==> config.mk <==
export PLATFORM = sky130hd
export DESIGN_NAME = periph_top
export DESIGN_NICKNAME = d
export VERILOG_FILES = /design/src/verilog/ps2_pkg.sv /design/src/verilog/io_pkg.sv /design/src/verilog/ps2_kbd.sv /design/src/verilog/seg_serial.sv /design/src/verilog/io_regs.sv /design/src/verilog/periph_top.sv
export VERILOG_INCLUDE_DIRS = /design/src /design/src/include
export SDC_FILE = /design/constraint.sdc
export NUM_CORES = 1
export LEC_CHECK = 0
export BUFFER_PORTS_ARGS = -buffer_cell sky130_fd_sc_hd__buf_4
export CORE_MARGIN = 2
export CORE_UTILIZATION = 30
export DETAILED_ROUTE_END_ITERATION = 6
export GPL_ROUTABILITY_DRIVEN = 0
export PLACE_DENSITY = 0.47
export SLEW_MARGIN = 20
export SYNTH_ARGS = -nofsm -noshare
export SYNTH_HDL_FRONTEND = slang
export SYNTH_HIERARCHICAL = 1
export SYNTH_SLANG_ARGS = --single-unit
==> constraint.sdc <==
create_clock -name clk200m -period 2.25 [get_ports clk200m]
set_input_delay 0.3375 -clock clk200m [delete_from_list [all_inputs] [get_ports clk200m]]
set_output_delay 0.3375 -clock clk200m [all_outputs]
set_load 0.05 [all_outputs]
==> src/include/periph_settings.svh <==
// peripheral build constants: bus width, keyboard queue depth, display timing, sync depth
`ifndef PERIPH_SETTINGS_SVH
`define PERIPH_SETTINGS_SVH

// cpu-side data bus width
`define PERIPH_DATA_W 16

// scan codes held before new frames are dropped
// power of two only, the fifo full test relies on it
`define PS2_FIFO_DEPTH 4

// clk200m cycles per half period of the display shift clock
`define SEG_HALF_PERIOD 2

// flops on every asynchronous pin
// ps2 clock, ps2 data and the switch bank
`define SYNC_STAGES 2

`endif

==> src/verilog/ps2_pkg.sv <==
// PS/2 receiver FSM state enum and data-bit counter type
package ps2_pkg;

    // frame receiver states
    // start bit is checked in idle
    typedef enum logic [1:0] {
        RX_IDLE   = 2'd0,
        RX_DATA   = 2'd1,
        RX_PARITY = 2'd2,
        RX_STOP   = 2'd3
    } ps2_state_e;

    // counts the eight data bits of a frame
    // one spare bit of headroom
    typedef logic [3:0] ps2_bitcnt_t;

    // index of the last data bit
    localparam ps2_bitcnt_t PS2_LAST_BIT = 4'd7;

endpackage

==> src/verilog/io_pkg.sv <==
// register opcode enum, display driver FSM states and status bit positions
package io_pkg;

    // cpu register map
    // the address is the opcode
    typedef enum logic [1:0] {
        REG_KBD    = 2'd0,
        REG_SWT    = 2'd1,
        REG_SEG    = 2'd2,
        REG_STATUS = 2'd3
    } io_reg_e;

    // serial display driver states
    typedef enum logic [1:0] {
        SEG_IDLE  = 2'd0,
        SEG_SHIFT = 2'd1,
        SEG_LATCH = 2'd2
    } seg_state_e;

    // status register layout
    localparam int STAT_KB_READY = 0;
    // sticky, cleared by a status read
    localparam int STAT_KB_OVF   = 1;
    // sticky, cleared by a status read
    localparam int STAT_KB_PERR  = 2;
    localparam int STAT_SEG_BUSY = 3;

    // number of defined status bits
    localparam int STAT_BITS     = 4;

endpackage

==> src/verilog/ps2_kbd.sv <==
// PS/2 keyboard frame receiver with odd parity check and scan-code FIFO
`timescale 1ns/1ns
`include "periph_settings.svh"

module ps2_kbd (
    input  logic       clk200m,
    input  logic       arst_n,
    input  logic       ps2_clk,
    input  logic       ps2_data,
    input  logic       kb_pop,
    output logic [7:0] kb_data,
    output logic       kb_ready,
    output logic       kb_ovf_evt,
    output logic       kb_perr_evt
);
    import ps2_pkg::*;

    localparam int PTR_W = $clog2(`PS2_FIFO_DEPTH);

    logic [`SYNC_STAGES-1:0] clk_sync;
    logic [`SYNC_STAGES-1:0] data_sync;
    logic                    clk_prev;
    logic                    ps2_fall;
    logic                    data_s;

    ps2_state_e              state;
    ps2_bitcnt_t             bit_cnt;
    logic [7:0]              frame_q;
    logic                    parity_q;
    logic                    stop_seen;
    logic                    frame_good;

    logic [7:0]              mem [`PS2_FIFO_DEPTH];
    logic [PTR_W:0]          wr_ptr;
    logic [PTR_W:0]          rd_ptr;
    logic [PTR_W:0]          fill;
    logic                    full;
    logic                    push;
    logic                    pop_ok;

    // pin synchronizers
    // reset to the idle-high level so no false edge follows reset
    always_ff @(posedge clk200m or negedge arst_n) begin
        if (!arst_n) begin
            clk_sync  <= '1;
            data_sync <= '1;
            clk_prev  <= 1'b1;
        end else begin
            clk_sync  <= {clk_sync[`SYNC_STAGES-2:0], ps2_clk};
            data_sync <= {data_sync[`SYNC_STAGES-2:0], ps2_data};
            clk_prev  <= clk_sync[`SYNC_STAGES-1];
        end
    end

    assign data_s   = data_sync[`SYNC_STAGES-1];
    // device drives data while clock is high, we sample on the fall
    assign ps2_fall = clk_prev & ~clk_sync[`SYNC_STAGES-1];

    // odd parity over data plus parity bit, stop bit must be 1
    assign stop_seen  = ps2_fall && (state == RX_STOP) && data_s;
    assign frame_good = ^{frame_q, parity_q};

    // circular fifo, extra pointer bit tells full from empty
    assign fill   = wr_ptr - rd_ptr;
    assign full   = (wr_ptr[PTR_W] != rd_ptr[PTR_W]) &&
                    (wr_ptr[PTR_W-1:0] == rd_ptr[PTR_W-1:0]);
    assign push   = stop_seen && frame_good && !full;
    assign pop_ok = kb_pop && kb_ready;

    // head of queue, valid while kb_ready
    assign kb_data = mem[rd_ptr[PTR_W-1:0]];

    // frame FSM and queue control
    always_ff @(posedge clk200m or negedge arst_n) begin
        if (!arst_n) begin
            state       <= RX_IDLE;
            bit_cnt     <= '0;
            wr_ptr      <= '0;
            rd_ptr      <= '0;
            kb_ready    <= 1'b0;
            kb_ovf_evt  <= 1'b0;
            kb_perr_evt <= 1'b0;
        end else begin
            kb_ovf_evt  <= stop_seen && frame_good && full;
            kb_perr_evt <= stop_seen && !frame_good;
            if (ps2_fall) begin
                case (state)
                    // low start bit opens a frame
                    RX_IDLE: if (!data_s) begin
                        state   <= RX_DATA;
                        bit_cnt <= '0;
                    end
                    RX_DATA: begin
                        if (bit_cnt == PS2_LAST_BIT) begin
                            state <= RX_PARITY;
                        end
                        bit_cnt <= bit_cnt + 4'd1;
                    end
                    RX_PARITY: state <= RX_STOP;
                    // bad stop bit drops the frame silently
                    default: state <= RX_IDLE;
                endcase
            end
            if (push) begin
                wr_ptr <= wr_ptr + 1'b1;
            end
            if (pop_ok) begin
                rd_ptr <= rd_ptr + 1'b1;
            end
            // ready tracks occupancy without a compare on the pointers
            if (push && !pop_ok) begin
                kb_ready <= 1'b1;
            end else if (pop_ok && !push) begin
                kb_ready <= (fill != 1);
            end
        end
    end

    // shifter, parity latch and queue storage
    always_ff @(posedge clk200m) begin
        if (ps2_fall && state == RX_DATA) begin
            // lsb arrives first
            frame_q <= {data_s, frame_q[7:1]};
        end
        if (ps2_fall && state == RX_PARITY) begin
            parity_q <= data_s;
        end
        if (push) begin
            mem[wr_ptr[PTR_W-1:0]] <= frame_q;
        end
    end

    // write pointer never laps the read pointer
    a_ptr_order: assert property (@(posedge clk200m) disable iff (!arst_n)
        fill <= `PS2_FIFO_DEPTH);

    // registered ready flag agrees with the pointers
    a_ready_nonempty: assert property (@(posedge clk200m) disable iff (!arst_n)
        kb_ready == (wr_ptr != rd_ptr));

endmodule

==> src/verilog/seg_serial.sv <==
// hex-to-segment encoder and serial shift-out driver for a four-digit display
`timescale 1ns/1ns
`include "periph_settings.svh"

module seg_serial (
    input  logic                      clk200m,
    input  logic                      arst_n,
    input  logic                      seg_load,
    input  logic [`PERIPH_DATA_W-1:0] seg_value,
    output logic                      seg_busy,
    output logic                      seg_sclk,
    output logic                      seg_sout,
    output logic                      seg_clrn,
    output logic                      seg_en
);
    import io_pkg::*;

    localparam int DIV_W = $clog2(`SEG_HALF_PERIOD) + 1;

    seg_state_e       state;
    logic [31:0]      shreg;
    logic [31:0]      encoded;
    logic [DIV_W-1:0] div_cnt;
    logic [4:0]       bit_cnt;
    logic             load_ok;
    logic             half_tick;
    logic             shift_step;
    logic             last_fall;

    // nibble to {dp,g,f,e,d,c,b,a}, active low, dp dark
    function automatic logic [7:0] hex_to_seg(input logic [3:0] nib);
        logic [6:0] on;
        case (nib)
            4'h0: on = 7'h3f;
            4'h1: on = 7'h06;
            4'h2: on = 7'h5b;
            4'h3: on = 7'h4f;
            4'h4: on = 7'h66;
            4'h5: on = 7'h6d;
            4'h6: on = 7'h7d;
            4'h7: on = 7'h07;
            4'h8: on = 7'h7f;
            4'h9: on = 7'h6f;
            4'ha: on = 7'h77;
            4'hb: on = 7'h7c;
            4'hc: on = 7'h39;
            4'hd: on = 7'h5e;
            4'he: on = 7'h79;
            default: on = 7'h71;
        endcase
        return {1'b1, ~on};
    endfunction

    // leftmost digit goes out first
    assign encoded = {hex_to_seg(seg_value[15:12]), hex_to_seg(seg_value[11:8]),
                      hex_to_seg(seg_value[7:4]), hex_to_seg(seg_value[3:0])};

    // loads while busy are dropped here
    assign load_ok    = seg_load && (state == SEG_IDLE);
    assign half_tick  = (div_cnt == DIV_W'(`SEG_HALF_PERIOD - 1));
    // falling shift clock edge, next bit goes out
    assign shift_step = (state == SEG_SHIFT) && half_tick && seg_sclk && (bit_cnt != 5'd31);
    assign last_fall  = (state == SEG_SHIFT) && half_tick && seg_sclk && (bit_cnt == 5'd31);
    assign seg_busy   = (state != SEG_IDLE);

    always_ff @(posedge clk200m or negedge arst_n) begin
        if (!arst_n) begin
            state    <= SEG_IDLE;
            div_cnt  <= '0;
            bit_cnt  <= '0;
            seg_sclk <= 1'b0;
            seg_sout <= 1'b0;
            seg_en   <= 1'b0;
            seg_clrn <= 1'b0;
        end else begin
            // clear released on the first clock out of reset
            seg_clrn <= 1'b1;
            case (state)
                SEG_IDLE: if (load_ok) begin
                    state    <= SEG_SHIFT;
                    div_cnt  <= '0;
                    bit_cnt  <= '0;
                    seg_sclk <= 1'b0;
                    seg_sout <= encoded[31];
                    seg_en   <= 1'b1;
                end
                SEG_SHIFT: begin
                    div_cnt <= half_tick ? '0 : div_cnt + 1'b1;
                    if (half_tick) begin
                        seg_sclk <= ~seg_sclk;
                    end
                    if (shift_step) begin
                        bit_cnt  <= bit_cnt + 5'd1;
                        seg_sout <= shreg[30];
                    end
                    if (last_fall) begin
                        state    <= SEG_LATCH;
                        seg_sout <= 1'b0;
                        seg_en   <= 1'b0;
                    end
                end
                // one cycle with en low strobes the external latch
                default: state <= SEG_IDLE;
            endcase
        end
    end

    // shift register, fills with blank segments
    always_ff @(posedge clk200m) begin
        if (load_ok) begin
            shreg <= encoded;
        end else if (shift_step) begin
            shreg <= {shreg[30:0], 1'b1};
        end
    end

    // shift clock is quiet outside a transfer
    a_sclk_in_shift: assert property (@(posedge clk200m) disable iff (!arst_n)
        $changed(seg_sclk) |-> $past(state) == SEG_SHIFT);

    // a load during a transfer does not overwrite the pattern
    a_load_while_busy: assert property (@(posedge clk200m) disable iff (!arst_n)
        seg_load && seg_busy |=>
            (shreg == $past(shreg)) || (shreg == {$past(shreg[30:0]), 1'b1}));

endmodule

==> src/verilog/io_regs.sv <==
// register decode, switch synchronizer, sticky status flags and registered read mux
`timescale 1ns/1ns
`include "periph_settings.svh"

module io_regs (
    input  logic                      clk200m,
    input  logic                      arst_n,
    input  io_pkg::io_reg_e           io_addr,
    input  logic                      io_rd,
    input  logic                      io_wr,
    input  logic [`PERIPH_DATA_W-1:0] io_wdata,
    input  logic [7:0]                swt,
    input  logic [7:0]                kb_data,
    input  logic                      kb_ready,
    input  logic                      kb_ovf_evt,
    input  logic                      kb_perr_evt,
    input  logic                      seg_busy,
    output logic [`PERIPH_DATA_W-1:0] io_rdata,
    output logic                      kb_pop,
    output logic                      seg_load,
    output logic [`PERIPH_DATA_W-1:0] seg_value
);
    import io_pkg::*;

    logic [7:0]                swt_sync [`SYNC_STAGES];
    logic                      ovf_flag;
    logic                      perr_flag;
    logic                      stat_rd;
    logic [STAT_BITS-1:0]      status;
    logic [`PERIPH_DATA_W-1:0] rdata_next;

    // strobe decode, one-cycle pulses follow the cpu strobes
    assign kb_pop    = io_rd && (io_addr == REG_KBD);
    assign seg_load  = io_wr && (io_addr == REG_SEG);
    assign seg_value = io_wdata;
    assign stat_rd   = io_rd && (io_addr == REG_STATUS);

    assign status[STAT_KB_READY] = kb_ready;
    assign status[STAT_KB_OVF]   = ovf_flag;
    assign status[STAT_KB_PERR]  = perr_flag;
    assign status[STAT_SEG_BUSY] = seg_busy;

    // read mux
    // empty queue and the write-only display register read as zero
    always_comb begin
        rdata_next = '0;
        case (io_addr)
            REG_KBD:    if (kb_ready) rdata_next[7:0] = kb_data;
            REG_SWT:    rdata_next[7:0] = swt_sync[`SYNC_STAGES-1];
            REG_STATUS: rdata_next[STAT_BITS-1:0] = status;
            default:    rdata_next = '0;
        endcase
    end

    always_ff @(posedge clk200m or negedge arst_n) begin
        if (!arst_n) begin
            for (int i = 0; i < `SYNC_STAGES; i++) begin
                swt_sync[i] <= '0;
            end
            ovf_flag  <= 1'b0;
            perr_flag <= 1'b0;
            io_rdata  <= '0;
        end else begin
            swt_sync[0] <= swt;
            for (int i = 1; i < `SYNC_STAGES; i++) begin
                swt_sync[i] <= swt_sync[i-1];
            end
            // an event in the same cycle as the clearing read wins
            if (stat_rd) begin
                ovf_flag  <= 1'b0;
                perr_flag <= 1'b0;
            end
            if (kb_ovf_evt) ovf_flag <= 1'b1;
            if (kb_perr_evt) perr_flag <= 1'b1;
            // held until the next read
            if (io_rd) io_rdata <= rdata_next;
        end
    end

    // cpu issues one access per cycle
    a_rd_wr_excl: assert property (@(posedge clk200m) disable iff (!arst_n)
        !(io_rd && io_wr));

endmodule

==> src/verilog/periph_top.sv <==
// peripheral subsystem top: keyboard receiver, serial display driver and register block
`timescale 1ns/1ns
`include "periph_settings.svh"

module periph_top (
    input  logic                      clk200m,
    input  logic                      arst_n,
    input  io_pkg::io_reg_e           io_addr,
    input  logic                      io_rd,
    input  logic                      io_wr,
    input  logic [`PERIPH_DATA_W-1:0] io_wdata,
    input  logic                      ps2_clk,
    input  logic                      ps2_data,
    input  logic [7:0]                swt,
    output logic [`PERIPH_DATA_W-1:0] io_rdata,
    output logic                      seg_sclk,
    output logic                      seg_sout,
    output logic                      seg_clrn,
    output logic                      seg_en
);
    // keyboard to register block
    logic [7:0]                kb_data;
    logic                      kb_ready;
    logic                      kb_ovf_evt;
    logic                      kb_perr_evt;
    logic                      kb_pop;

    // register block to display
    logic                      seg_load;
    logic [`PERIPH_DATA_W-1:0] seg_value;
    logic                      seg_busy;

    ps2_kbd u_ps2_kbd (
        .clk200m     (clk200m),
        .arst_n      (arst_n),
        .ps2_clk     (ps2_clk),
        .ps2_data    (ps2_data),
        .kb_pop      (kb_pop),
        .kb_data     (kb_data),
        .kb_ready    (kb_ready),
        .kb_ovf_evt  (kb_ovf_evt),
        .kb_perr_evt (kb_perr_evt)
    );

    seg_serial u_seg_serial (
        .clk200m   (clk200m),
        .arst_n    (arst_n),
        .seg_load  (seg_load),
        .seg_value (seg_value),
        .seg_busy  (seg_busy),
        .seg_sclk  (seg_sclk),
        .seg_sout  (seg_sout),
        .seg_clrn  (seg_clrn),
        .seg_en    (seg_en)
    );

    io_regs u_io_regs (
        .clk200m     (clk200m),
        .arst_n      (arst_n),
        .io_addr     (io_addr),
        .io_rd       (io_rd),
        .io_wr       (io_wr),
        .io_wdata    (io_wdata),
        .swt         (swt),
        .kb_data     (kb_data),
        .kb_ready    (kb_ready),
        .kb_ovf_evt  (kb_ovf_evt),
        .kb_perr_evt (kb_perr_evt),
        .seg_busy    (seg_busy),
        .io_rdata    (io_rdata),
        .kb_pop      (kb_pop),
        .seg_load    (seg_load),
        .seg_value   (seg_value)
    );

endmodule

== Yosys cells after proc, flatten, opt, wreduce, memory -nomap -nowiden ==
Memory sizes are Yosys's and may differ from the RTL's.
Cells that the tools add are included.
W data, S select, Z words.

* Register bits after elaboration: 99
* Latch bits: 0
* Bits in writable memories: 32
* Memory bits (read-only): 448
* Input port bits: 32
* Output and inout bits: 20
* Word-level logic and storage cells: 143
* Memories: 5

{| class="wikitable"
|+ Memory list
! name !! depth !! width !! rd ports !! clocked after memory_dff !! wr ports !! RTL line !! RTL
|-
| (no name shown) || 16 || 7 || 1 || 0 || 0 || seg_serial.sv:33 || <nowiki>case (nib)</nowiki>
|-
| (no name shown) || 16 || 7 || 1 || 0 || 0 || seg_serial.sv:33 ||
|-
| (no name shown) || 16 || 7 || 1 || 0 || 0 || seg_serial.sv:33 ||
|-
| (no name shown) || 16 || 7 || 1 || 0 || 0 || seg_serial.sv:33 ||
|-
| u_ps2_kbd.mem || 4 || 8 || 1 || 0 || 1 || ps2_kbd.sv:33 || <nowiki>logic [7:0] mem [`PS2_FIFO_DEPTH];</nowiki>
|}

* Add/sub/neg operators: 6
* Multiply operators: 0
* Div/mod/pow operators: 0
* Order comparisons: 0
* Equality and inequality tests: 21
* Shifts and indexed selects: 0
* Muxes and demuxes: 35
* Bitwise logic cells: 7
* Reduce and logical (&&, ||, !) cells: 43

{| class="wikitable"
|+ Operators with widths
! cell !! number
|-
| $mux W31 || 2
|-
| $not A7 Y7 || 4
|-
| $logic_and A1 B1 Y1 || 20
|-
| $reduce_and A3 Y1 || 6
|-
| $pmux W4 S2 || 2
|-
| $reduce_bool A2 Y1 || 7
|-
| $mux W1 || 13
|-
| $mux W2 || 6
|-
| $pmux W4 S3 || 1
|-
| $mux W5 || 2
|-
| $ne A2 B1 Y1 const B || 5
|-
| $pmux W5 S2 || 1
|-
| $reduce_xor A9 Y1 || 1
|-
| $eq A2 B1 Y1 const B || 4
|-
| $eq A2 B2 Y1 const B || 4
|-
| $mux W8 || 1
|-
| $pmux W2 S2 || 2
|-
| $add A3 B1 Y3 const B || 2
|-
| $logic_not A2 Y1 || 3
|-
| $ne A3 B1 Y1 const B || 2
|-
| $pmux W1 S2 || 3
|-
| $pmux W2 S3 || 1
|-
| $add A5 B1 Y5 const B || 1
|-
| $eq A5 B5 Y1 const B || 1
|-
| 13 further kinds || 18
|}

== Longest topological paths before layout ==
Gate-level depths: netlist (run 1).

* Depth after elaboration: 10
* Gate-level depth with buffers: 10
* Mapped depth without buffers: 9

== Modules after synthesis ==
Netlist (run 1), hierarchy kept.

{| class="wikitable"
|+ Modules (own cells, without submodules)
! module !! times used !! cells an instance !! area each (µm²)
|-
| seg_serial || 1 || 274 || 2776.4
|-
| ps2_kbd || 1 || 151 || 2632.5
|-
| io_regs || 1 || 91 || 1126.1
|}

== Worst setup path after synthesis (run 1) ==
Ideal clock, no wire load.

* Path kind: register -> register
* Start point: register u_seg_serial.bit_cnt[0]
* End point: register u_seg_serial.shreg[0] (enable)
* Arrival: 1.882 ns
* Required time: 1.867 ns
* Path slack: -0.014 ns
* Stages on the path, launching flop included: 9
* Path buffers: 1
* Cells stage by stage: dfrtp_1 ha_1 and3_1 ha_1 inv_1 and4_1 buf_4 nor2_1 inv_1

* Word-level cells in the longest chain between the ends: 3

{| class="wikitable"
|+ RTL lines
! item !! RTL line !! RTL
|-
| start, declared || seg_serial.sv:24 || <nowiki>logic [4:0] bit_cnt;</nowiki>
|-
| start signal, assigned || seg_serial.sv:93 || <nowiki>bit_cnt <= bit_cnt + 5'd1;</nowiki>
|-
| $ne A5 B5 Y1 || seg_serial.sv:62 || <nowiki>assign shift_step = (state == SEG_SHIFT) && half_tick && seg_sclk && (bit_cnt != 5'd31);</nowiki>
|-
| $logic_and A1 B1 Y1 || seg_serial.sv:62 ||
|-
| $reduce_bool A2 Y1 (no line) || - ||
|-
| end signal, assigned || seg_serial.sv:111 || <nowiki>shreg <= encoded;</nowiki>
|-
| end signal, assigned || seg_serial.sv:113 || <nowiki>shreg <= {shreg[30:0], 1'b1};</nowiki>
|-
| end, declared || seg_serial.sv:21 || <nowiki>logic [31:0] shreg;</nowiki>
|}

Every way passes these cells.
A chain may end at the register's enable or synchronous reset.

== Worst setup path after layout (run 1) ==
* Start point: register u_ps2_kbd.wr_ptr[0]
* End point: register u_ps2_kbd.kb_ready

* Word-level cells in the longest chain between the ends: 7
* Elaborated cells on any way between the ends: 12
* Those cells by class: 1 x add/sub; 2 x eq/ne; 2 x mux; 7 x reduce/logical

{| class="wikitable"
|+ RTL lines
! item !! RTL line !! RTL
|-
| start, declared || ps2_kbd.sv:34 || <nowiki>logic [PTR_W:0] wr_ptr;</nowiki>
|-
| start signal, assigned || ps2_kbd.sv:105 || <nowiki>wr_ptr <= wr_ptr + 1'b1;</nowiki>
|-
| $eq A2 B2 Y1 * || ps2_kbd.sv:66 || <nowiki>(wr_ptr[PTR_W-1:0] == rd_ptr[PTR_W-1:0]);</nowiki>
|-
| $logic_and A1 B1 Y1 * || ps2_kbd.sv:65 || <nowiki>assign full = (wr_ptr[PTR_W] != rd_ptr[PTR_W]) &&</nowiki>
|-
| $logic_not A1 Y1 * || ps2_kbd.sv:67 || <nowiki>assign push = stop_seen && frame_good && !full;</nowiki>
|-
| $logic_and A1 B1 Y1 * || ps2_kbd.sv:67 ||
|-
| named net u_ps2_kbd.push || ps2_kbd.sv:38 || <nowiki>logic push;</nowiki>
|-
| $logic_not A1 Y1 || ps2_kbd.sv:113 || <nowiki>end else if (pop_ok && !push) begin</nowiki>
|-
| $logic_and A1 B1 Y1 || ps2_kbd.sv:113 ||
|-
| $reduce_bool A2 Y1 (no line) || - ||
|-
| end signal, assigned || ps2_kbd.sv:114 || <nowiki>kb_ready <= (fill != 1);</nowiki>
|-
| end, declared || ps2_kbd.sv:12 || <nowiki>output logic kb_ready,</nowiki>
|}

The timed path passes the listed nets; every way through them passes the cells marked *. The select of a mux whose other input is x is not followed.

==> results of run 1 <==
==> flip-flops by register name (all words and copies together) (netlist names), 2 cells and up <==
name / cells
u_ps2_kbd/state: 2
u_seg_serial/bit_cnt: 5
u_ps2_kbd/frame_q: 8
u_ps2_kbd/mem: 32
u_seg_serial/shreg: 31
u_ps2_kbd/data_sync: 2
u_ps2_kbd/wr_ptr: 3
u_ps2_kbd/clk_sync: 2
u_seg_serial/state: 2
u_ps2_kbd/rd_ptr: 3
u_seg_serial/div_cnt: 2
u_ps2_kbd/bit_cnt: 4
u_io_regs/swt_sync: 16
u_io_regs/io_rdata: 8
==> power by group <==
part / total, uW / switching [uW] / internal, uW
Clock: 2760 / 1090 / 1670
Combinational: 1340 / 723 / 615
Sequential: 2840 / 139 / 2710
Total: 6940 / 1950 / 4990
==> per-layer routing <==
layer | GRT usage (%) | routed length, um
met5 | 0 | 0
met1 | 15.1 | 5910
met4 | 4.03 | 184
met2 | 17.1 | 5420
met3 | 3.38 | 481
==> what timing repair did <==
| action | in CTS | in global routing |
|---|---|---|
| buffers inserted | 0 | 3 |
| hold buffers | 4 | 0 |
| hold endpoints to repair | 4 | 0 |
| setup endpoints to repair | 0 | 1 |
==> logic make-up (layout without fill, tap and decap cells) <==
family	Yosys count	count (layout)	synth area share (%)
flip-flops	131	131	55.3
AND/OR/NAND/NOR	125	125	9.52
AO/OA/AOI/OAI	97	97	9.94
buffers and inverters	71	117	6.41
adder cells (fa/ha/maj)	41	41	7.96
multiplexers	36	36	8.33
XOR/XNOR	13	13	2.41
other	2	9	0.115
==> stage by stage <==
step | power, uW | utilization (%) | hold slack [ns]
floorplan | 3890 | - | 0.0419
global placement | 4200 | 33.1 | 0.339
detailed placement | 4240 | 33.1 | 0.336
CTS | 7050 | 36.1 | 0.00143
global route | 7330 | 36.2 | 0.00141
finish | 6940 | 36.2 | -0.0269
==> critical path, stage by stage, from the launching register on <==
cell	delay [ns]
dfrtp_1	0.37
inv_1	0.11
ha_1	0.32
nand2_1	0.12
o211ai_1	0.28
mux2i_4	0.16
ha_1	0.32
mux2_2	0.33
==> synth_stat cells (4+ instances only) <==
cell	n
nand2_1	46
nor2b_1	9
dfrtp_1	54
mux2_2	8
and2_1	7
edfxtp_1	69
a22o_1	14
ha_1	40
and3_1	4
buf_4	27
inv_1	23
nor3_1	5
nor2_1	26
o211ai_1	4
xnor2_1	7
nand3_1	8
dfstp_2	5
a32oi_1	4
mux2i_1	12
o32ai_1	4
nand2b_1	6
mux4_2	12
a21oi_1	17
buf_2	7
clkbuf_1	7
a22oi_1	12
o21ai_0	30
==> layout make-up <==
| type | count | area [um^2] | share of cell area (%) |
|---|---|---|---|
| timing repair buffer | 62 | 500 | 6.51 |
| clock buffer | 21 | 514 | 6.69 |
| clock inverter | 11 | 95.1 | 1.24 |
| sequential | 131 | 3610 | 47.0 |
| tap | 275 | 344 | 4.48 |
| multi-input combinational | 321 | 2530 | 32.9 |
| inverter | 23 | 90.1 | 1.17 |
==> worst max-delay path by stage <==
stage                         startpoint             endpoint  slack, ns
floorplan            u_ps2_kbd/rd_ptr[1]   u_ps2_kbd/kb_ready       0.01
detailed placement  u_ps2_kbd/frame_q[1]  u_ps2_kbd/mem[1][6]       0.08
finish               u_ps2_kbd/wr_ptr[0]   u_ps2_kbd/kb_ready       0.12
CTS                 u_ps2_kbd/frame_q[1]  u_ps2_kbd/mem[1][1]       0.06
global route         u_ps2_kbd/wr_ptr[0]   u_ps2_kbd/kb_ready       0.02
global placement    u_ps2_kbd/frame_q[1]   u_ps2_kbd/kb_ready       0.10
==> results.toml, run 1 <==
[outcome]
outcome = "complete, but fails checks"
violations = "hold timing"

[cts]
cts-htree-levels = 4
clk_pin_slew_ns = 0.06
cts_root_buf = "clkbuf_16"
max-clock-path-buffers = 2
cts_resized = 0
cts-buffers-inserted = 17
cts.sinks = 131
clk_latency_ns = 0.42
tritoncts = "yes"

[placed_design]
placed_cells = 805
detailed_place_hpwl_um = 8210
place_area_mm2 = 0.00701
port_buffers = 43
dpl_worst_slack_ns = 0.0762

[layout]
n_fill_cell = 2071
layout_common_cells = "69 x edfxtp_1, 56 x buf_4, 54 x dfrtp_1"
stdcell_count = 844
syn_to_final_growth_pct = 17.6
final_area_mm2 = 0.00769
antenna_cells = 0
drive_gt1_share_pct = 22.3
final_common_cell = "edfxtp_1"
nNetsFinal = 629

[synthesis]
syn_area_per_cell_um2 = 12.7
yosysSeqAreaShare_pct = 55.3
yosys_warnings = 6
synth_edf_count = 69
postSynthCellCount = 516
synth_cell_types = 58
syn-cell-area_mm2 = 0.00654
yosysTopAreaCell = "edfxtp_1"
synth-main-ff-cell = "edfxtp_1"
synth_seq_cells = 131
synth.area.top_cells = "edfxtp_1 32%, dfrtp_1 21%, ha_1 7.7%, mux4_2 4.1%, buf_4 3.1%"
synth_top_area_share_pct = 31.7
async_reset_ff_share_pct = 45.0

[global_routing]
grt-ovfl-total = 0
grt_pass1_vias = 3851
grt_antenna_before_repair = 0
track_usage_pct = 11.2
grt_pass1_wl_um = 19500
grt_max_degree = 60

[worst_setup_path]
worstSetupPathType = "register to register"
r2r_end = "u_ps2_kbd/kb_ready"
rrSetupSlack_ns = 0.12
r2r_cells = 7
cp-end-kind = "register"
critPathRequiredTime_ns = 2.55
critPathLaunchType = "register"
cp.arrival_ns = 2.43
cp_max_fo = 6
regToRegStartpoint = "u_ps2_kbd/wr_ptr[0]"

[drt]
routedWlPerCell_um = 14.2
drt-total-wl_um = 12000
ant_nets = 0
viasPerCell = 4.58
first_iter_violations = 195
vias = 3869
first_pass_iters = 4
drc = 0

[timing]
setup_viol = 0
grt_setup_unrepaired = "false"
finalMaxSlewViolations = 0
tightest_slew_ns = 0.754
relSlewSlack_pct = 49.7
fin_tns_setup_ns = 0
fin_crit_ns = 2.13
timing.final.crit_share_pct = 94.5
finalHoldViolCount = 16
setup_ws_ns = 0.123
finClkSkew_ns = 0.00995
fmax_mhz = 470
timing.hold.ws_ns = -0.0269

[floorplanning]
die_w_um = 152
core_area_mm2 = 0.0212
start_util_pct = 30.8
rows = 53
dieArea_mm2 = 0.0230
die-height_um = 152
ios = 52

[power_and_ir_drop]
p_leak_uw = 0.00316
p_per_area_mw_per_mm2 = 903
vdd_drop_max_v = 0.000343

[job]
maxCapViolCount = 0

[worst_hold_path]
min_path_type = "input port to async pin"
Power figures use the tool's default switching activity.
==> run 2, diff against run 1 <==
--- a/config.mk
+++ b/config.mk
@@ -11,7 +11,8 @@
 export CORE_UTILIZATION = 30
 export DETAILED_ROUTE_END_ITERATION = 6
 export GPL_ROUTABILITY_DRIVEN = 0
-export PLACE_DENSITY = 0.47
+export MAX_ROUTING_LAYER = met4
+export PLACE_DENSITY = 0.54
 export SLEW_MARGIN = 20
 export SYNTH_ARGS = -nofsm -noshare
 export SYNTH_HDL_FRONTEND = slang
==> run 2 against run 1 <==
The flow still finishes with violations (hold timing); combinational power about the same; fmax increased by 0.25%; first-iteration DRC count increased by 17%; critical path depth unchanged; highest routed layer unchanged; cell area decreased by 1.1%; sequential power about the same; critical path type unchanged; global-route usage increased by 0.090 points; non-clock buffer count decreased by 6.
==> results.toml, run 2 (synthesis results as in run 1) <==
[worst_setup_path]
cpMaxStageDelayCell = "edfxtp_1"
cp_top_family = "XOR/XNOR gates"
cp-end-kind = "register"
cp_max_fo = 6
path_cells = "xnor2_1, xnor3_2, mux2i_4, ha_1, nor2_1, nand3_1, mux2_2"
critPathLaunchType = "register"
worstSetupPathType = "register to register"
critPathRequiredTime_ns = 2.54
cp.arrival_ns = 2.42
crit_buf_inv = 0
slowest_delay_ns = 0.49

[global_routing]
met1_usage_pct = 14.7
track_usage_pct = 11.3
grt_pass1_wl_um = 19600
grt_pass1_vias = 3873
grt-ovfl-total = 0
grtUsageMet2_pct = 17.2
grt.busiest_layer = "met2"
grt_antenna_before_repair = 0
grtUsageMet3_pct = 3.02
grt_max_degree = 60

[power_and_ir_drop]
vdd_drop_max_v = 0.000543
p_switching_uw = 1860
p_leak_uw = 0.00310
p_seq_share_pct = 41.2
p_clk_share_pct = 39.6
power_switching_share_pct = 26.9
power_frac_comb_pct = 19.2
p_per_area_mw_per_mm2 = 910
p_int_uw = 5060

[cts]
clk_latency_ns = 0.42
hold_buffers = 0
cts-htree-levels = 4
clk_pin_slew_ns = 0.06
cts_root_buf = "clkbuf_16"
cts-buffers-inserted = 17
max-clock-path-buffers = 2
tritoncts = "yes"
cts.sinks = 131

[layout]
final_common_cell = "edfxtp_1"
fin_util_pct = 35.8
n_fill_cell = 2066
drive_gt1_share_pct = 21.7
stdcell_count = 838
antenna_cells = 0
layout_common_cells = "69 x edfxtp_1, 54 x buf_4, 54 x dfrtp_1"
largest_register_ffs = 32
nNetsFinal = 623
syn_to_final_growth_pct = 16.3

[timing]
finalMaxSlewViolations = 0
fin_tns_setup_ns = 0
fin_crit_ns = 2.12
setup_viol = 0
timing.final.crit_share_pct = 94.3
finClkSkew_ns = 0.0117
grt_setup_unrepaired = "false"
fmax_mhz = 471
finalHoldViolCount = 13
timing.hold.ws_ns = -0.0262
relSlewSlack_pct = 49.4
tightest_slew_ns = 0.759

[drt]
first_pass_iters = 4
routedWlPerCell_um = 14.3
ant_nets = 0
vias = 3884
first_iter_violations = 228
drc = 0
drt-total-wl_um = 12000
viasPerCell = 4.63

[floorplanning]
dieArea_mm2 = 0.0230
core_area_mm2 = 0.0212
die_w_um = 152
die-height_um = 152
ios = 52
rows = 53
start_util_pct = 30.8

[placed_design]
detailed_place_hpwl_um = 8280
port_buffers = 43
placed_cells = 804

[job]
maxCapViolCount = 0

[outcome]
violations = "hold timing"
outcome = "complete, but fails checks"

[worst_hold_path]
min_path_type = "input port to async pin"
run 2: changes by cell type in the layout (fill, tap and decap cells not counted), sizes merged, moves of 2 or more:
cell / change
inv: -8
clkinvlp: +3
bufinv: +3
dlygate4sd3: -4
buf: -2
clkinv: +3
run 2: layout make-up:
cell class	count	area (um^2)	share of cell area, %
Sequential cell	131	3610	47.6
Multi-Input combinational cell	321	2530	33.3
Clock buffer	20	437	5.75
Timing Repair Buffer	56	428	5.63
Tap cell	275	344	4.53
Clock inverter	12	156	2.06
Inverter	23	90.1	1.19
run 2: power groups by stage:
stage | Combinational (uW) | Sequential [uW] | Clock, uW
CTS | 1340 | 2850 | 2810
floorplan | 936 | 2950 | 0
global route | 1480 | 2880 | 2940
finish | 1330 | 2850 | 2740
detailed placement | 1330 | 2900 | 0
global placement | 1300 | 2880 | 0
run 2: worst paths after layout:
path	start	slack [ns]	to	cells after the start
worst max-delay path	u_ps2_kbd/frame_q[7]	0.13	u_ps2_kbd/kb_ready	7
worst min-delay path	arst_n	-0.03	u_io_regs/io_rdata[4]	1
worst max register to register	u_ps2_kbd/frame_q[7]	0.13	u_ps2_kbd/kb_ready	7
worst min register to register	u_io_regs/swt_sync[14]	0.35	u_io_regs/swt_sync[6]	0
max in group asynchronous	arst_n	1.74	u_ps2_kbd/bit_cnt[3]	1
min in group clk200m	ps2_clk	0.03	u_ps2_kbd/clk_sync[0]	1
run 2: worst reg2reg max path, delay by kind of cell (launching register included):
family | cells | cell delay (ns)
fa+ha+maj | 1 | 0.21
simple gates | 2 | 0.17
flops | 1 | 0.49
xor+xnor | 2 | 0.65
mux | 2 | 0.49
run 2: per-layer routing:
layer	part of all wire, %	vias to the layer above	wire, um
li1	-	1892	-
met1	48	1900	5760
met2	47	80	5660
met3	3.3	12	395
met4	1.3	0	155
met5	0	-	0
run 2: what timing repair did:
action,CTS,global route
gates resized for setup,0,3
endpoints found under the setup margin,0,3
buffers inserted,0,2
run 2: per-stage QoR:
stage	total power (uW)	setup slack [ns]	cell area [um^2]	hold slack, ns
2_1_floorplan	3890	0.0128	6570	0.0419
3_3_place_gp	4190	0.128	6980	0.335
3_5_place_dp	4230	0.0907	6980	0.337
4_1_cts	7000	0.0785	7570	0.0143
5_1_grt	7290	0.0138	7600	0.00482
6_report	6920	0.128	7600	-0.0262
